### config.mk
export PLATFORM = sky130hd
export DESIGN_NAME = arcade_mist_top
export DESIGN_NICKNAME = d
export VERILOG_FILES = /design/src/mist_pkg.sv /design/src/user_io.sv /design/src/ps2_keyboard.sv /design/src/player_controls.sv /design/src/video_mixer.sv /design/src/sigma_delta_dac.sv /design/src/arcade_mist_top.sv
export SDC_FILE = /design/constraint.sdc
export NUM_CORES = 1
export LEC_CHECK = 0
export BUFFER_PORTS_ARGS = -buffer_cell sky130_fd_sc_hd__buf_2
export CAP_MARGIN = 5
export CORE_MARGIN = 5
export CORE_UTILIZATION = 50
export CTS_CLUSTER_SIZE = 12
export DETAILED_ROUTE_END_ITERATION = 12
export GPL_TIMING_DRIVEN = 0
export PLACE_DENSITY = 0.7
export SLEW_MARGIN = 25
export SYNTH_ARGS = -nofsm -noshare
export SYNTH_HDL_FRONTEND = slang
export SYNTH_SLANG_ARGS = --single-unit
export TNS_END_PERCENT = 20
### constraint.sdc
create_clock -name clk_sys -period 3.9 [get_ports clk_sys]
set_input_delay 0.585 -clock clk_sys [delete_from_list [all_inputs] [get_ports clk_sys]]
set_output_delay 0.585 -clock clk_sys [all_outputs]
set_load 0.01 [all_outputs]
### src/mist_pkg.sv
// MiST shell shared constants
package mist_pkg;

	// Command bytes on the board controller SPI link.
	localparam logic [7:0] CMD_BUTTONS = 8'h01;
	localparam logic [7:0] CMD_JOY0    = 8'h02;
	localparam logic [7:0] CMD_JOY1    = 8'h03;
	localparam logic [7:0] CMD_STATUS  = 8'h15;

	// Extended set codes.
	localparam logic [7:0] KEY_RIGHT  = 8'h74;
	localparam logic [7:0] KEY_LEFT   = 8'h6B;
	localparam logic [7:0] KEY_DOWN   = 8'h72;
	localparam logic [7:0] KEY_UP     = 8'h75;
	// Plain set codes.
	localparam logic [7:0] KEY_FIRE   = 8'h29;
	localparam logic [7:0] KEY_START1 = 8'h16;
	localparam logic [7:0] KEY_START2 = 8'h1E;
	localparam logic [7:0] KEY_COIN   = 8'h2E;

	localparam logic [2:0] KBJOY_RIGHT  = 3'd0;
	localparam logic [2:0] KBJOY_LEFT   = 3'd1;
	localparam logic [2:0] KBJOY_DOWN   = 3'd2;
	localparam logic [2:0] KBJOY_UP     = 3'd3;
	localparam logic [2:0] KBJOY_FIRE   = 3'd4;
	localparam logic [2:0] KBJOY_START1 = 3'd5;
	localparam logic [2:0] KBJOY_START2 = 3'd6;
	localparam logic [2:0] KBJOY_COIN   = 3'd7;

	localparam logic [7:0]  PS2_BREAK   = 8'hF0;
	localparam logic [7:0]  PS2_EXTEND  = 8'hE0;
	localparam logic [19:0] PS2_TIMEOUT = 20'd60000;

	localparam int JOY_FIRE   = 4;
	localparam int ST_RESET   = 0;
	localparam int ST_TEST    = 1;
	localparam int ST_SCAN_LO = 3;
	localparam int ST_RESET2  = 6;
	localparam int BTN_RESET  = 1;

	localparam int RESET_HOLD = 16;

	localparam logic [1:0] SCAN_NONE = 2'd0;
	localparam logic [1:0] SCAN_HQ2X = 2'd1;
	localparam logic [1:0] SCAN_25   = 2'd2;
	localparam logic [1:0] SCAN_50   = 2'd3;

	localparam int AUDIO_W = 7;
	localparam int DAC_W   = 8;

endpackage

### src/user_io.sv
// Board controller SPI receiver
`timescale 1ns/100ps
module user_io
	import mist_pkg::*;
(
	input  logic        clk_sys,
	input  logic        rst,
	input  logic        spi_sck,
	input  logic        spi_ss,
	input  logic        spi_di,
	output logic [31:0] status,
	output logic [1:0]  buttons,
	output logic [7:0]  joy0,
	output logic [7:0]  joy1
);

	logic       sck_meta, sck_s, sck_d;
	logic       ss_meta, ss_s;
	logic       di_meta, di_s;
	logic       sck_rise;
	logic [2:0] bit_cnt;
	logic [7:0] shift;
	logic       byte_rdy;
	logic [2:0] byte_cnt;
	logic       rx_stb;
	logic       rx_first;
	logic [2:0] rx_idx;
	logic [7:0] rx_byte;
	logic [7:0] cmd;

	always_ff @(posedge clk_sys) begin
		if (rst) begin
			{sck_meta, sck_s, sck_d} <= 3'b000;
			{ss_meta, ss_s} <= 2'b11;
			{di_meta, di_s} <= 2'b00;
		end else begin
			{sck_meta, sck_s, sck_d} <= {spi_sck, sck_meta, sck_s};
			{ss_meta, ss_s} <= {spi_ss, ss_meta};
			{di_meta, di_s} <= {spi_di, di_meta};
		end
	end

	assign sck_rise = sck_s & ~sck_d;

	// Bit counter restarts whenever the slave is deselected.
	always_ff @(posedge clk_sys) begin
		if (rst || ss_s) begin
			bit_cnt <= '0;
			byte_rdy <= 1'b0;
		end else begin
			byte_rdy <= sck_rise && (bit_cnt == 3'd7);
			if (sck_rise)
				bit_cnt <= bit_cnt + 3'd1;
		end
	end

	always_ff @(posedge clk_sys) begin
		if (sck_rise)
			shift <= {shift[6:0], di_s};
	end

	// Byte index within the frame, saturating.
	always_ff @(posedge clk_sys) begin
		if (rst) begin
			byte_cnt <= '0;
			rx_stb <= 1'b0;
		end else begin
			rx_stb <= byte_rdy;
			if (ss_s)
				byte_cnt <= '0;
			else if (byte_rdy && byte_cnt != 3'd7)
				byte_cnt <= byte_cnt + 3'd1;
		end
	end

	always_ff @(posedge clk_sys) begin
		if (byte_rdy) begin
			rx_byte <= shift;
			rx_first <= (byte_cnt == 3'd0);
			rx_idx <= byte_cnt - 3'd1;
		end
	end

	always_ff @(posedge clk_sys) begin
		if (rst) begin
			cmd <= '0;
			status <= '0;
			buttons <= '0;
			joy0 <= '0;
			joy1 <= '0;
		end else if (rx_stb) begin
			if (rx_first) begin
				cmd <= rx_byte;
			end else begin
				case (cmd)
					CMD_BUTTONS: if (rx_idx == 3'd0) buttons <= rx_byte[1:0];
					CMD_JOY0:    if (rx_idx == 3'd0) joy0 <= rx_byte;
					CMD_JOY1:    if (rx_idx == 3'd0) joy1 <= rx_byte;
					CMD_STATUS:  if (rx_idx < 3'd4) status[{rx_idx[1:0], 3'b000} +: 8] <= rx_byte;
					default: ;
				endcase
			end
		end
	end

endmodule

### src/ps2_keyboard.sv
// PS/2 keyboard to game keys
`timescale 1ns/100ps
module ps2_keyboard
	import mist_pkg::*;
(
	input  logic       clk_sys,
	input  logic       rst,
	input  logic       ps2_clk,
	input  logic       ps2_data,
	output logic [7:0] kbjoy
);

	logic        clk_meta, clk_s, clk_d;
	logic        data_meta, data_s;
	logic        clk_fall;
	logic [3:0]  bit_cnt;
	logic [9:0]  frame;
	logic [10:0] full;
	logic        frame_done;
	logic        frame_ok;
	logic [7:0]  code;
	logic [19:0] idle_cnt;
	logic        brk, ext;
	logic        key_hit;
	logic [2:0]  key_bit;

	always_ff @(posedge clk_sys) begin
		if (rst) begin
			{clk_meta, clk_s, clk_d} <= 3'b111;
			{data_meta, data_s} <= 2'b11;
		end else begin
			{clk_meta, clk_s, clk_d} <= {ps2_clk, clk_meta, clk_s};
			{data_meta, data_s} <= {ps2_data, data_meta};
		end
	end

	assign clk_fall = clk_d & ~clk_s;
	assign frame_done = clk_fall && (bit_cnt == 4'd10);
	// Stop bit is taken straight from the line.
	assign full = {data_s, frame};
	assign code = full[8:1];
	assign frame_ok = !full[0] && full[10] && (^full[9:1]);

	always_ff @(posedge clk_sys) begin
		if (clk_fall)
			frame <= {data_s, frame[9:1]};
	end

	// Watchdog drops a frame that stalls part way.
	always_ff @(posedge clk_sys) begin
		if (rst) begin
			bit_cnt <= '0;
			idle_cnt <= '0;
		end else if (clk_fall) begin
			idle_cnt <= '0;
			bit_cnt <= (bit_cnt == 4'd10) ? 4'd0 : bit_cnt + 4'd1;
		end else if (bit_cnt != 4'd0) begin
			if (idle_cnt == PS2_TIMEOUT) begin
				bit_cnt <= '0;
				idle_cnt <= '0;
			end else begin
				idle_cnt <= idle_cnt + 20'd1;
			end
		end
	end

	always_comb begin
		key_hit = 1'b1;
		key_bit = KBJOY_RIGHT;
		if (ext) begin
			case (code)
				KEY_RIGHT: key_bit = KBJOY_RIGHT;
				KEY_LEFT:  key_bit = KBJOY_LEFT;
				KEY_DOWN:  key_bit = KBJOY_DOWN;
				KEY_UP:    key_bit = KBJOY_UP;
				default:   key_hit = 1'b0;
			endcase
		end else begin
			case (code)
				KEY_FIRE:   key_bit = KBJOY_FIRE;
				KEY_START1: key_bit = KBJOY_START1;
				KEY_START2: key_bit = KBJOY_START2;
				KEY_COIN:   key_bit = KBJOY_COIN;
				default:    key_hit = 1'b0;
			endcase
		end
	end

	always_ff @(posedge clk_sys) begin
		if (rst) begin
			kbjoy <= '0;
			brk <= 1'b0;
			ext <= 1'b0;
		end else if (frame_done && frame_ok) begin
			if (code == PS2_BREAK) begin
				brk <= 1'b1;
			end else if (code == PS2_EXTEND) begin
				ext <= 1'b1;
			end else begin
				brk <= 1'b0;
				ext <= 1'b0;
				if (key_hit)
					kbjoy[key_bit] <= ~brk;
			end
		end
	end

endmodule

### src/player_controls.sv
// Cabinet inputs and core reset
`timescale 1ns/100ps
module player_controls
	import mist_pkg::*;
(
	input  logic        clk_sys,
	input  logic        rst,
	input  logic [31:0] status,
	input  logic [1:0]  buttons,
	input  logic [7:0]  joy0,
	input  logic [7:0]  joy1,
	input  logic [7:0]  kbjoy,
	output logic        core_reset_n,
	output logic        core_coin1,
	output logic        core_start1,
	output logic        core_start2,
	output logic        core_fire1,
	output logic        core_test
);

	localparam int HOLD_W = $clog2(RESET_HOLD + 1);

	logic              reset_req;
	logic [HOLD_W-1:0] hold_cnt;

	assign reset_req = status[ST_RESET] | status[ST_RESET2] | buttons[BTN_RESET];

	// Reset stays low for RESET_HOLD cycles after the last request.
	always_ff @(posedge clk_sys) begin
		if (rst || reset_req) begin
			hold_cnt <= HOLD_W'(RESET_HOLD);
			core_reset_n <= 1'b0;
		end else if (hold_cnt != '0) begin
			hold_cnt <= hold_cnt - 1'b1;
			core_reset_n <= 1'b0;
		end else begin
			core_reset_n <= 1'b1;
		end
	end

	always_ff @(posedge clk_sys) begin
		if (rst) begin
			core_coin1 <= 1'b1;
			core_start1 <= 1'b1;
			core_start2 <= 1'b1;
			core_fire1 <= 1'b1;
			core_test <= 1'b1;
		end else begin
			core_coin1 <= ~kbjoy[KBJOY_COIN];
			core_start1 <= ~kbjoy[KBJOY_START1];
			core_start2 <= ~kbjoy[KBJOY_START2];
			core_fire1 <= ~(kbjoy[KBJOY_FIRE] | joy0[JOY_FIRE] | joy1[JOY_FIRE]);
			core_test <= ~status[ST_TEST];
		end
	end

endmodule

### src/video_mixer.sv
// Blanking and scanline mixer
`timescale 1ns/100ps
module video_mixer
	import mist_pkg::*;
(
	input  logic       clk_sys,
	input  logic       rst,
	input  logic       core_ce_pix,
	input  logic       core_hb,
	input  logic       core_vb,
	input  logic       core_hs,
	input  logic       core_vs,
	input  logic [7:0] core_rgb,
	input  logic [1:0] scan_mode,
	output logic [5:0] vga_r,
	output logic [5:0] vga_g,
	output logic [5:0] vga_b,
	output logic       vga_hs,
	output logic       vga_vs
);

	logic [5:0] base;
	logic [5:0] dimmed;
	logic [5:0] pix_q;
	logic       odd_line;
	logic       odd_nxt;

	// Parity counts hs rising edges, the previous sample is vga_hs.
	always_comb begin
		base = core_rgb[7:2];
		if (core_vs)
			odd_nxt = 1'b0;
		else if (core_hs && !vga_hs)
			odd_nxt = ~odd_line;
		else
			odd_nxt = odd_line;
		dimmed = base;
		case (scan_mode)
			SCAN_25:              if (odd_nxt) dimmed = base - (base >> 2);
			SCAN_50:              if (odd_nxt) dimmed = base >> 1;
			SCAN_NONE, SCAN_HQ2X: dimmed = base;
		endcase
	end

	always_ff @(posedge clk_sys) begin
		if (rst) begin
			pix_q <= '0;
			vga_hs <= 1'b1;
			vga_vs <= 1'b1;
			odd_line <= 1'b0;
		end else if (core_ce_pix) begin
			pix_q <= (core_hb | core_vb) ? 6'd0 : dimmed;
			vga_hs <= core_hs;
			vga_vs <= core_vs;
			odd_line <= odd_nxt;
		end
	end

	// Mono core.
	assign vga_r = pix_q;
	assign vga_g = pix_q;
	assign vga_b = pix_q;

endmodule

### src/sigma_delta_dac.sv
// First-order sigma-delta DAC
`timescale 1ns/100ps
module sigma_delta_dac
	import mist_pkg::*;
(
	input  logic               clk_sys,
	input  logic               rst,
	input  logic [AUDIO_W-1:0] audio1,
	input  logic [AUDIO_W-1:0] audio2,
	output logic               dac_out
);

	logic [DAC_W-1:0] sum;
	logic [DAC_W:0]   acc;

	assign sum = DAC_W'(audio1) + DAC_W'(audio2);

	// Carry out of the accumulator is the pulse density output.
	always_ff @(posedge clk_sys) begin
		if (rst)
			acc <= '0;
		else
			acc <= {1'b0, acc[DAC_W-1:0]} + {1'b0, sum};
	end

	assign dac_out = acc[DAC_W];

endmodule

### src/arcade_mist_top.sv
// Arcade board shell top
`timescale 1ns/100ps
module arcade_mist_top
	import mist_pkg::*;
(
	input  logic               clk_sys,
	input  logic               rst,
	input  logic               spi_sck,
	input  logic               spi_ss,
	input  logic               spi_di,
	input  logic               ps2_clk,
	input  logic               ps2_data,
	input  logic               core_ce_pix,
	input  logic [7:0]         core_rgb,
	input  logic               core_hb,
	input  logic               core_vb,
	input  logic               core_hs,
	input  logic               core_vs,
	input  logic [AUDIO_W-1:0] core_audio1,
	input  logic [AUDIO_W-1:0] core_audio2,
	output logic               core_reset_n,
	output logic               core_coin1,
	output logic               core_start1,
	output logic               core_start2,
	output logic               core_fire1,
	output logic               core_test,
	output logic [5:0]         vga_r,
	output logic [5:0]         vga_g,
	output logic [5:0]         vga_b,
	output logic               vga_hs,
	output logic               vga_vs,
	output logic               audio_l,
	output logic               audio_r
);

	logic [31:0] status;
	logic [1:0]  buttons;
	logic [7:0]  joy0, joy1;
	logic [7:0]  kbjoy;
	logic        dac_bit;

	user_io user_io_i (.clk_sys, .rst, .spi_sck, .spi_ss, .spi_di, .status, .buttons, .joy0, .joy1);

	ps2_keyboard ps2_keyboard_i (.clk_sys, .rst, .ps2_clk, .ps2_data, .kbjoy);

	player_controls player_controls_i (.clk_sys, .rst, .status, .buttons, .joy0, .joy1, .kbjoy,
		.core_reset_n, .core_coin1, .core_start1, .core_start2, .core_fire1, .core_test);

	video_mixer video_mixer_i (.clk_sys, .rst, .core_ce_pix, .core_hb, .core_vb, .core_hs,
		.core_vs, .core_rgb, .scan_mode(status[ST_SCAN_LO +: 2]),
		.vga_r, .vga_g, .vga_b, .vga_hs, .vga_vs);

	sigma_delta_dac dac_i (.clk_sys, .rst, .audio1(core_audio1), .audio2(core_audio2),
		.dac_out(dac_bit));

	// Both channels carry the mixed audio.
	assign audio_l = dac_bit;
	assign audio_r = dac_bit;

endmodule

==> results.md, run 1 <==
* Status: complete, no violations
* DRC Markers at 0
* CP bufs+invs at 2
* CP delay by family, top: adder cells
* EDFF count, synth at 30
* Startpoint Class: input port
* Min cycle time layout at 2.33 ns
* Initial antenna violation count at 0
* Routed wire length per instance at between 10 and 15 um
* Num ports at just over 60
* Syn Nets at 658
* Final hold vios at 0
* Layout area overhead at 18.9%
* Crit path largest cell delay at between 0.5 and 0.6 ns
* Post-route ant nets at 0
* Relative slew slack at about 51%
* Worst path cell trace: buf_2 > fa_1 > ha_1 > inv_1 > fa_1 > nor2b_1 > o21ai_1 > a21boi_0 > or2_2 > o311ai_1
* Tightest Pin Transition at between 0.7 and 0.8 ns
* Port-buffer cells at 59
* Slew Limit Fails at 0
* Largest net degree at the start of global routing at 17
* GR Layer Usage met3 at between 6 and 7%
* Area contributors post-synth: dfxtp_1 33%, edfxtp_1 15%, ha_1 7.9%, nor2_1 3.7%, fa_1 3.1%
* Most used cell along the critical path: fa_1
* Root Buffer: clkbuf_16
* Met1 GRT Util at 19.6%
* Sequential area share after synthesis at a little under half
* R2R cell count at 9
* Vias in the first global route at between 4000 and 5000
* Reg area at approximately 2800 um^2
* Post-CTS resize count at 0
* Die ar. at approximately 14000 um^2
* Hold path cells at 2
* Synth Area per Inst at roughly 10 um^2
* Number of inserted diodes at 0
* Routability cong. at ~0.8
* Mapped Area at a little under 6000 um^2
* Synth top area share at 32.6%
* Syn. warnings at 0
* Leakage at 2.82 nW
* Post-CTS Hold Fix Bufs at 0
* GRT Overall Usage at between 15 and 20%
* Area leader, netlist: dfxtp_1
* #FFs+latches synth at about 130
* Post-DP HPWL at between 8000 and 9000 um
* CP Class: in -> reg
* DP Area at roughly 6300 um^2
* Slowest-stage cell, CP: fa_1
* Clk pin slew, worst setup/hold paths at 0.06 ns
* Nets at 736
* Share of cells above drive strength 1 at a little under a fifth
* Levels on crit path at 10
* WP data required at 4.18 ns
* Post-layout util at roughly 61%
* FMAX at between 400 and 500 MHz
* Max Clock Skew at roughly 0.0084 ns
* Most numerous cell in the Yosys netlist: dfxtp_1
* Post-Syn Instances at ~580
* Placeable Area at approximately 11000 um^2
* Crit share post-route at between 50% and 60%
* DR vias at 4183
* Drt total wl at between 10000 and 15000 um
* Cell variety after synth at 61
* Starting Density at around half
* H-tree Lvls at 4
* Worst R2R Setup Slack at around 1.6 ns
* Synth Flop Type: dfxtp_1
* Multi-input gate area at about 2700 um^2
* Die height at approximately 120 um
* RSZ-0062 raised after global routing: no
* Max-cap violation count at 0
* Fin area at a little under 7000 um^2
* Peak VDD IR at about 370 uV
* Asr flop ratio synth at 0%
* Power per cell area at between 500 and 600 nW/um^2
* CTS tree: built
* M2 GR Usage at 26.3%
* First-pass GRT wire length at 18600 um
* Critical Path End Type: register
* Hold WC Path Type: in -> reg
* Die width at roughly 120 um
* Post-route setup slack at roughly 1.6 ns
* Clock Path Buffers at 2
* GR peak layer: met2
* Fill cells at between 900 and 1000
* Vias per cell at between 5 and 6
* Post-layout power at roughly 3.6 mW
* Clock Sinks at ~130
* Final setup viols at 0
* Post-CTS Setup Bufs at 0
* Initial DRC Count at around 200
* Grt ovf at 0
* Most instantiated cells after synthesis: 95 x dfxtp_1, 58 x nor2_1, 38 x inv_1
* Min-delay src: ps2_clk
* Reg2reg start: dac_i.acc[1]
* # rows at 39
* Aggregate negative setup slack at 0 ns
* Place WS at between 1 and 1.5 ns
* DR pass1 iterations at 4
* Critical Path Start: core_audio1[1]
* Crit path max fanout at 3
* Worst EP arrival at around 2.6 ns
* Total CTS buffers at 17
* Clock Latency Late Sink at between 0.4 and 0.5 ns
-- through the flow --
step	cells	hold slack [ns]
floorplan	578	0.367
global placement	780	0.384
detailed placement	780	0.384
CTS	812	0.346
global route	812	0.351
finish	812	0.361
-- power by group --
group          switching, mW  internal [mW]
registers             0.0428           1.41
clock network          0.578           1.09
logic                  0.268          0.251
-- state kept, by name, summed over array words and instances, names as in the netlist, 4 cells and up --
signal and flops:
dac_i.acc 9, player_controls_i.hold_cnt 5, ps2_keyboard_i.bit_cnt 4, ps2_keyboard_i.frame 10
ps2_keyboard_i.idle_cnt 20, ps2_keyboard_i.kbjoy 4, user_io_i.cmd 8, user_io_i.rx_byte 8
user_io_i.shift 8, user_io_i.status 5, video_mixer_i.vga_b 6
-- layer usage --
layer,vias up,wire [um]
li1,2135,-
met1,1961,4980
met2,77,5190
met3,10,525
met4,0,125
met5,-,0
-- path summary, 6_finish.rpt --
| check | endpoint |
|---|---|
| worst max-delay path | dac_i.acc[7] |
| worst min-delay path | ps2_keyboard_i.clk_meta |
| worst min register to register | player_controls_i.core_test |
| worst max register to register | dac_i.acc[7] |
-- placed cells by master, fill, tap and decap left out, drive strengths merged, types with 4 or more instances in the layout --
| cell | n |
|---|---|
| nor2 | 58 |
| or2 | 12 |
| and3 | 8 |
| ha | 37 |
| a21oi | 26 |
| nand2 | 34 |
| nor3b | 5 |
| inv | 42 |
| nand3 | 24 |
| fa | 9 |
| clkbuf | 33 |
| nor4b | 8 |
| mux2i | 12 |
| o21ai | 22 |
| nand2b | 13 |
| nor2b | 18 |
| edfxtp | 30 |
| buf | 78 |
| xnor2 | 13 |
| nand4 | 11 |
| dfxtp | 95 |
| xor2 | 18 |
| bufinv | 4 |
| nor3 | 9 |
-- logic make-up after synthesis --
logic type      Yosys count  share of synthesized area, %
fa+ha+maj                46                          11.0
simple gates            217                          20.2
buf+inv                  70                          5.44
compound gates           75                          8.03
mux                      13                          2.25
flops                   125                          48.0
xor+xnor                 32                          5.04
-- worst register-to-register path: cells and delay by family, from the launching register on --
kind / cells / cell delay [ns]
adder cells (fa/ha/maj): 3 / 1.01
AO/OA/AOI/OAI: 3 / 0.47
AND/OR/NAND/NOR: 2 / 0.33
flip-flops: 1 / 0.30
buffers and inverters: 1 / 0.06
-- layout make-up --
cell class | instances | share of cell area (%)
inverters | 38 | 2.05
repair buffers | 59 | 4.25
clock buffers | 20 | 6.43
multi-input cells | 383 | 39.2
plain buffers | 32 | 2.52
clock inverters | 12 | 2.65
well taps | 143 | 2.58
flip-flops and latches | 125 | 40.4
No activity file was read; power rests on OpenSTA's default activity.
==> inputs of run 2 (changes only) <==
ABC_AREA = 1   (was unset)
PLACE_DENSITY = 0.69   (was 0.7)
clock period = 2.3 ns   (was 3.9 ns; I/O delays follow)
==> results.md, run 2 <==
* Post-Route Hold Slack at 0.115 ns (-0.247 ns)
* Peak VDD IR at 640 uV (+72%)
* Crit path max fanout at 3 (unchanged)
* Post-Synth XOR/XNOR Area at 1.69% (-3.3 points)
* Clk pin slew, worst setup/hold paths at 0.06 ns (about the same)
* Synth Area in Compound Gates at 8.50% (+0.46 points)
* Total CTS buffers at 17 (unchanged)
* Most instantiated cells after synthesis: 145 x nand2_1, 113 x inv_1, 95 x dfxtp_1
* Startpoint Class: register
* Place WS at -0.106 ns (-1.24 ns)
* DR pass1 iterations at 5 (+1)
* Most numerous cell in the Yosys netlist: nand2_1
* Layout area overhead at 17.5%
* Nets at 913 (+24%)
* Crit share post-route at a little over nine tenths
* Number of flip-flops in the largest register at 20 (unchanged)
* Mapped Area at 6210 um^2 (+6.4%)
* Largest Register: ps2_keyboard_i.idle_cnt
* Proportion of power drawn by the clock network at 43.7% (-2.2 points)
* Leakage at 3.26 nW (+16%)
* Worst EP arrival at 2.50 ns (-0.11 ns)
* Most frequent cells in the layout: 145 x nand2_1, 113 x inv_1, 95 x dfxtp_1, 73 x nor2_1, 59 x buf_2
* DRC Markers at 0 (unchanged)
* Drt total wl at 12700 um (+17%)
* Cell variety after synth at 48 (-21%)
* Max-cap violation count at 0 (unchanged)
* #FFs+latches synth at 125 (unchanged)
* Share of cells above drive strength 1 at 16.4% (-2.6 points)
* Post-Synth Adder-Cell Area at 10.8% (-0.26 points)
* GRT Overall Usage at 18.3% (+2.2 points)
* First-pass GRT wire length at 21900 um (+18%)
* Reg2Reg Capture Point: dac_i.acc[5]
* Grt ovf at 0 (unchanged)
* Simple-Gate Fraction of Synth Area at 24.5% (+4.3 points)
* Aggregate negative setup slack at 0 ns (unchanged)
* Critical Path Start: dac_i.acc[1]
* Reg2reg start: dac_i.acc[1]
* RSZ-0062 raised after global routing: no
* Clock Path Buffers at 2 (unchanged)
* Slew Limit Fails at 0 (unchanged)
* Min cycle time layout at 2.15 ns
* Starting Density at 51.3% (+0.17 points)
* Worst Hold End: user_io_i.ss_meta
* Min-delay src: spi_ss
* Relative slew slack at 38.8% (-12 points)
* Sequential area share after synthesis at 45.1% (-2.9 points)
* Routability cong. at 0.894 (+12%)
* Status: complete, no violations
* Post-Syn Instances at 753 (+30%)
* Clock Sinks at 125 (unchanged)
* Num ports at 62 (unchanged)
* Fin cells at 1012 (+25%)
* Initial DRC Count at 282 (+43%)
* Power per cell area at 811 nW/um^2 (+55%)
* Final hold vios at 0 (unchanged)
* Post-route ant nets at 0 (unchanged)
* CP Class: reg -> reg
* Synth Area per Inst at 8.25 um^2 (-18%)
* R2R cell count at 10 (+1)
* Final setup viols at 0 (unchanged)
* EDFF count, synth at 30 (unchanged)
* Critical Path End Type: register
* Switching Share at 26.6% (+2.2 points)
* Largest family of logic cells by synthesized area: simple AND/OR/NAND/NOR gates
* Gate power share at 15.0% (+0.7 points)
* Largest net degree at the start of global routing at 17 (unchanged)
* Hold path cells at 2 (unchanged)
* Max Clock Skew at 0.0158 ns (+0.00740 ns)
* Post-DP HPWL at 9520 um (+19%)
* Root Buffer: clkbuf_16
* Initial antenna violation count at 0 (unchanged)
* H-tree Lvls at 4 (unchanged)
* Worst R2R Setup Slack at 0.15 ns (-1.45 ns)
* Portion of netlist area occupied by mux cells at 0% (-2.2 points)
* Post-route setup slack at 0.146 ns (-1.42 ns)
* # rows at 40 (+2.6%)
* Vias in the first global route at 4933 (+20%)
* CTS tree: built
* Area leader, netlist: dfxtp_1
* Syn. warnings at 0 (unchanged)
* P_int at 4.35 mW (+58%)
* DR vias at 5064 (+21%)
* Routed wire length per instance at 12.5 um (-6.1%)
* Clock Latency Late Sink at 0.42 ns (about the same)
* Number of inserted diodes at 0 (unchanged)
* Synth Flop Type: dfxtp_1
* Area contributors post-synth: dfxtp_1 31%, edfxtp_1 14%, nand2_1 8.8%, ha_1 7.9%, inv_1 6.8%
* WP data required at 2.64 ns (-1.54 ns)
* Die height at 121 um (+2.9%)
* Placeable Area at 12100 um^2 (+6.1%)
* Post-Place Cells at 979 (+26%)
* Sequential share of power at 41.3% (+1.5 points)
* Die ar. at 14800 um^2 (+5.9%)
* Die width at 121 um (+2.9%)
* Syn Nets at 835 (+27%)
* Most common cell after layout, fill and taps aside: nand2_1
* Tightest Pin Transition at 0.915 ns (+0.199 ns)
* Vias per cell at 5.00 (-2.9%)
* Port-buffer cells at 58 (-1.7%)
* P_sw at 1.58 mW (+78%)
* FMAX at 464 MHz
* Asr flop ratio synth at 0% (unchanged)
* Synth top area share at 30.6% (-2.0 points)
* Hold WC Path Type: in -> reg
* Largest regs: ps2_keyboard_i.idle_cnt: 20 flops, ps2_keyboard_i.frame: 10 flops, dac_i.acc: 9 flops
==> run 2: through the flow <==
step,utilization [%],area (um^2),power (mW)
floorplan,-,6210,3.11
global placement,55.4,6720,3.29
detailed placement,55.4,6720,3.34
CTS,60.2,7290,5.95
global route,60.3,7300,6.24
finish,60.3,7300,5.93
==> run 2: area by class of cell <==
class / instances / area (um^2)
clock inverter: 13 / 143
inverter: 117 / 439
tap: 168 / 210
sequential: 125 / 2800
multi-input combinational: 487 / 2830
timing repair buffer: 59 / 298
fill: 1080 / 4810
buffer: 24 / 148
clock buffer: 19 / 433
==> run 2: per-layer routing <==
metal / up-vias / wire length, um / GRT usage, %
met5: - / 0 / 0
li1: 2584 / - / -
met4: 0 / 272 / 9.10
met3: 23 / 505 / 4.94
met2: 103 / 6330 / 29.9
met1: 2354 / 5560 / 22.3
==> run 2: cell families (layout without fill, tap and decap cells) <==
family,after synthesis,in the layout
fa+ha+maj,48,48
flops,125,125
simple gates,330,330
compound gates,97,97
xor+xnor,12,12
buf+inv,141,232
==> run 2: repair_timing <==
action | CTS | global route
endpoints found under the setup margin | 0 | 1
hold buffers | 0 | 0
resized for setup | 0 | 2
buffers inserted | 0 | 1
==> run 2: how the worst max path moves through the flow <==
| stage | endpoint | slack [ns] |
|---|---|---|
| floorplan | dac_i.acc[7] | 0.21 |
| global placement | dac_i.acc[7] | -0.02 |
| detailed placement | dac_i.acc[7] | -0.11 |
| CTS | dac_i.acc[7] | 0.09 |
| global route | dac_i.acc[7] | 0.02 |
| finish | dac_i.acc[5] | 0.15 |
==> run 2: worst max-delay path: stages, from the launching register on <==
cell and delay (ns):
dfxtp_1 0.31, fa_1 0.48, ha_1 0.17, inv_1 0.06, fa_2 0.36, nor2_1 0.12, o21ai_0 0.09, nand2_1 0.13
buf_4 0.12, o21ai_0 0.08, a21oi_1 0.17
==> run 2: power groups by stage <==
| stage | combinational (mW) | clock, mW | sequential, mW |
|---|---|---|---|
| final | 0.888 | 2.59 | 2.45 |
| after global routing | 1.02 | 2.76 | 2.46 |
| after CTS | 0.854 | 2.64 | 2.45 |
| after detailed placement | 0.845 | 0 | 2.49 |
| after global placement | 0.799 | 0 | 2.49 |
| after floorplan | 0.626 | 0 | 2.48 |
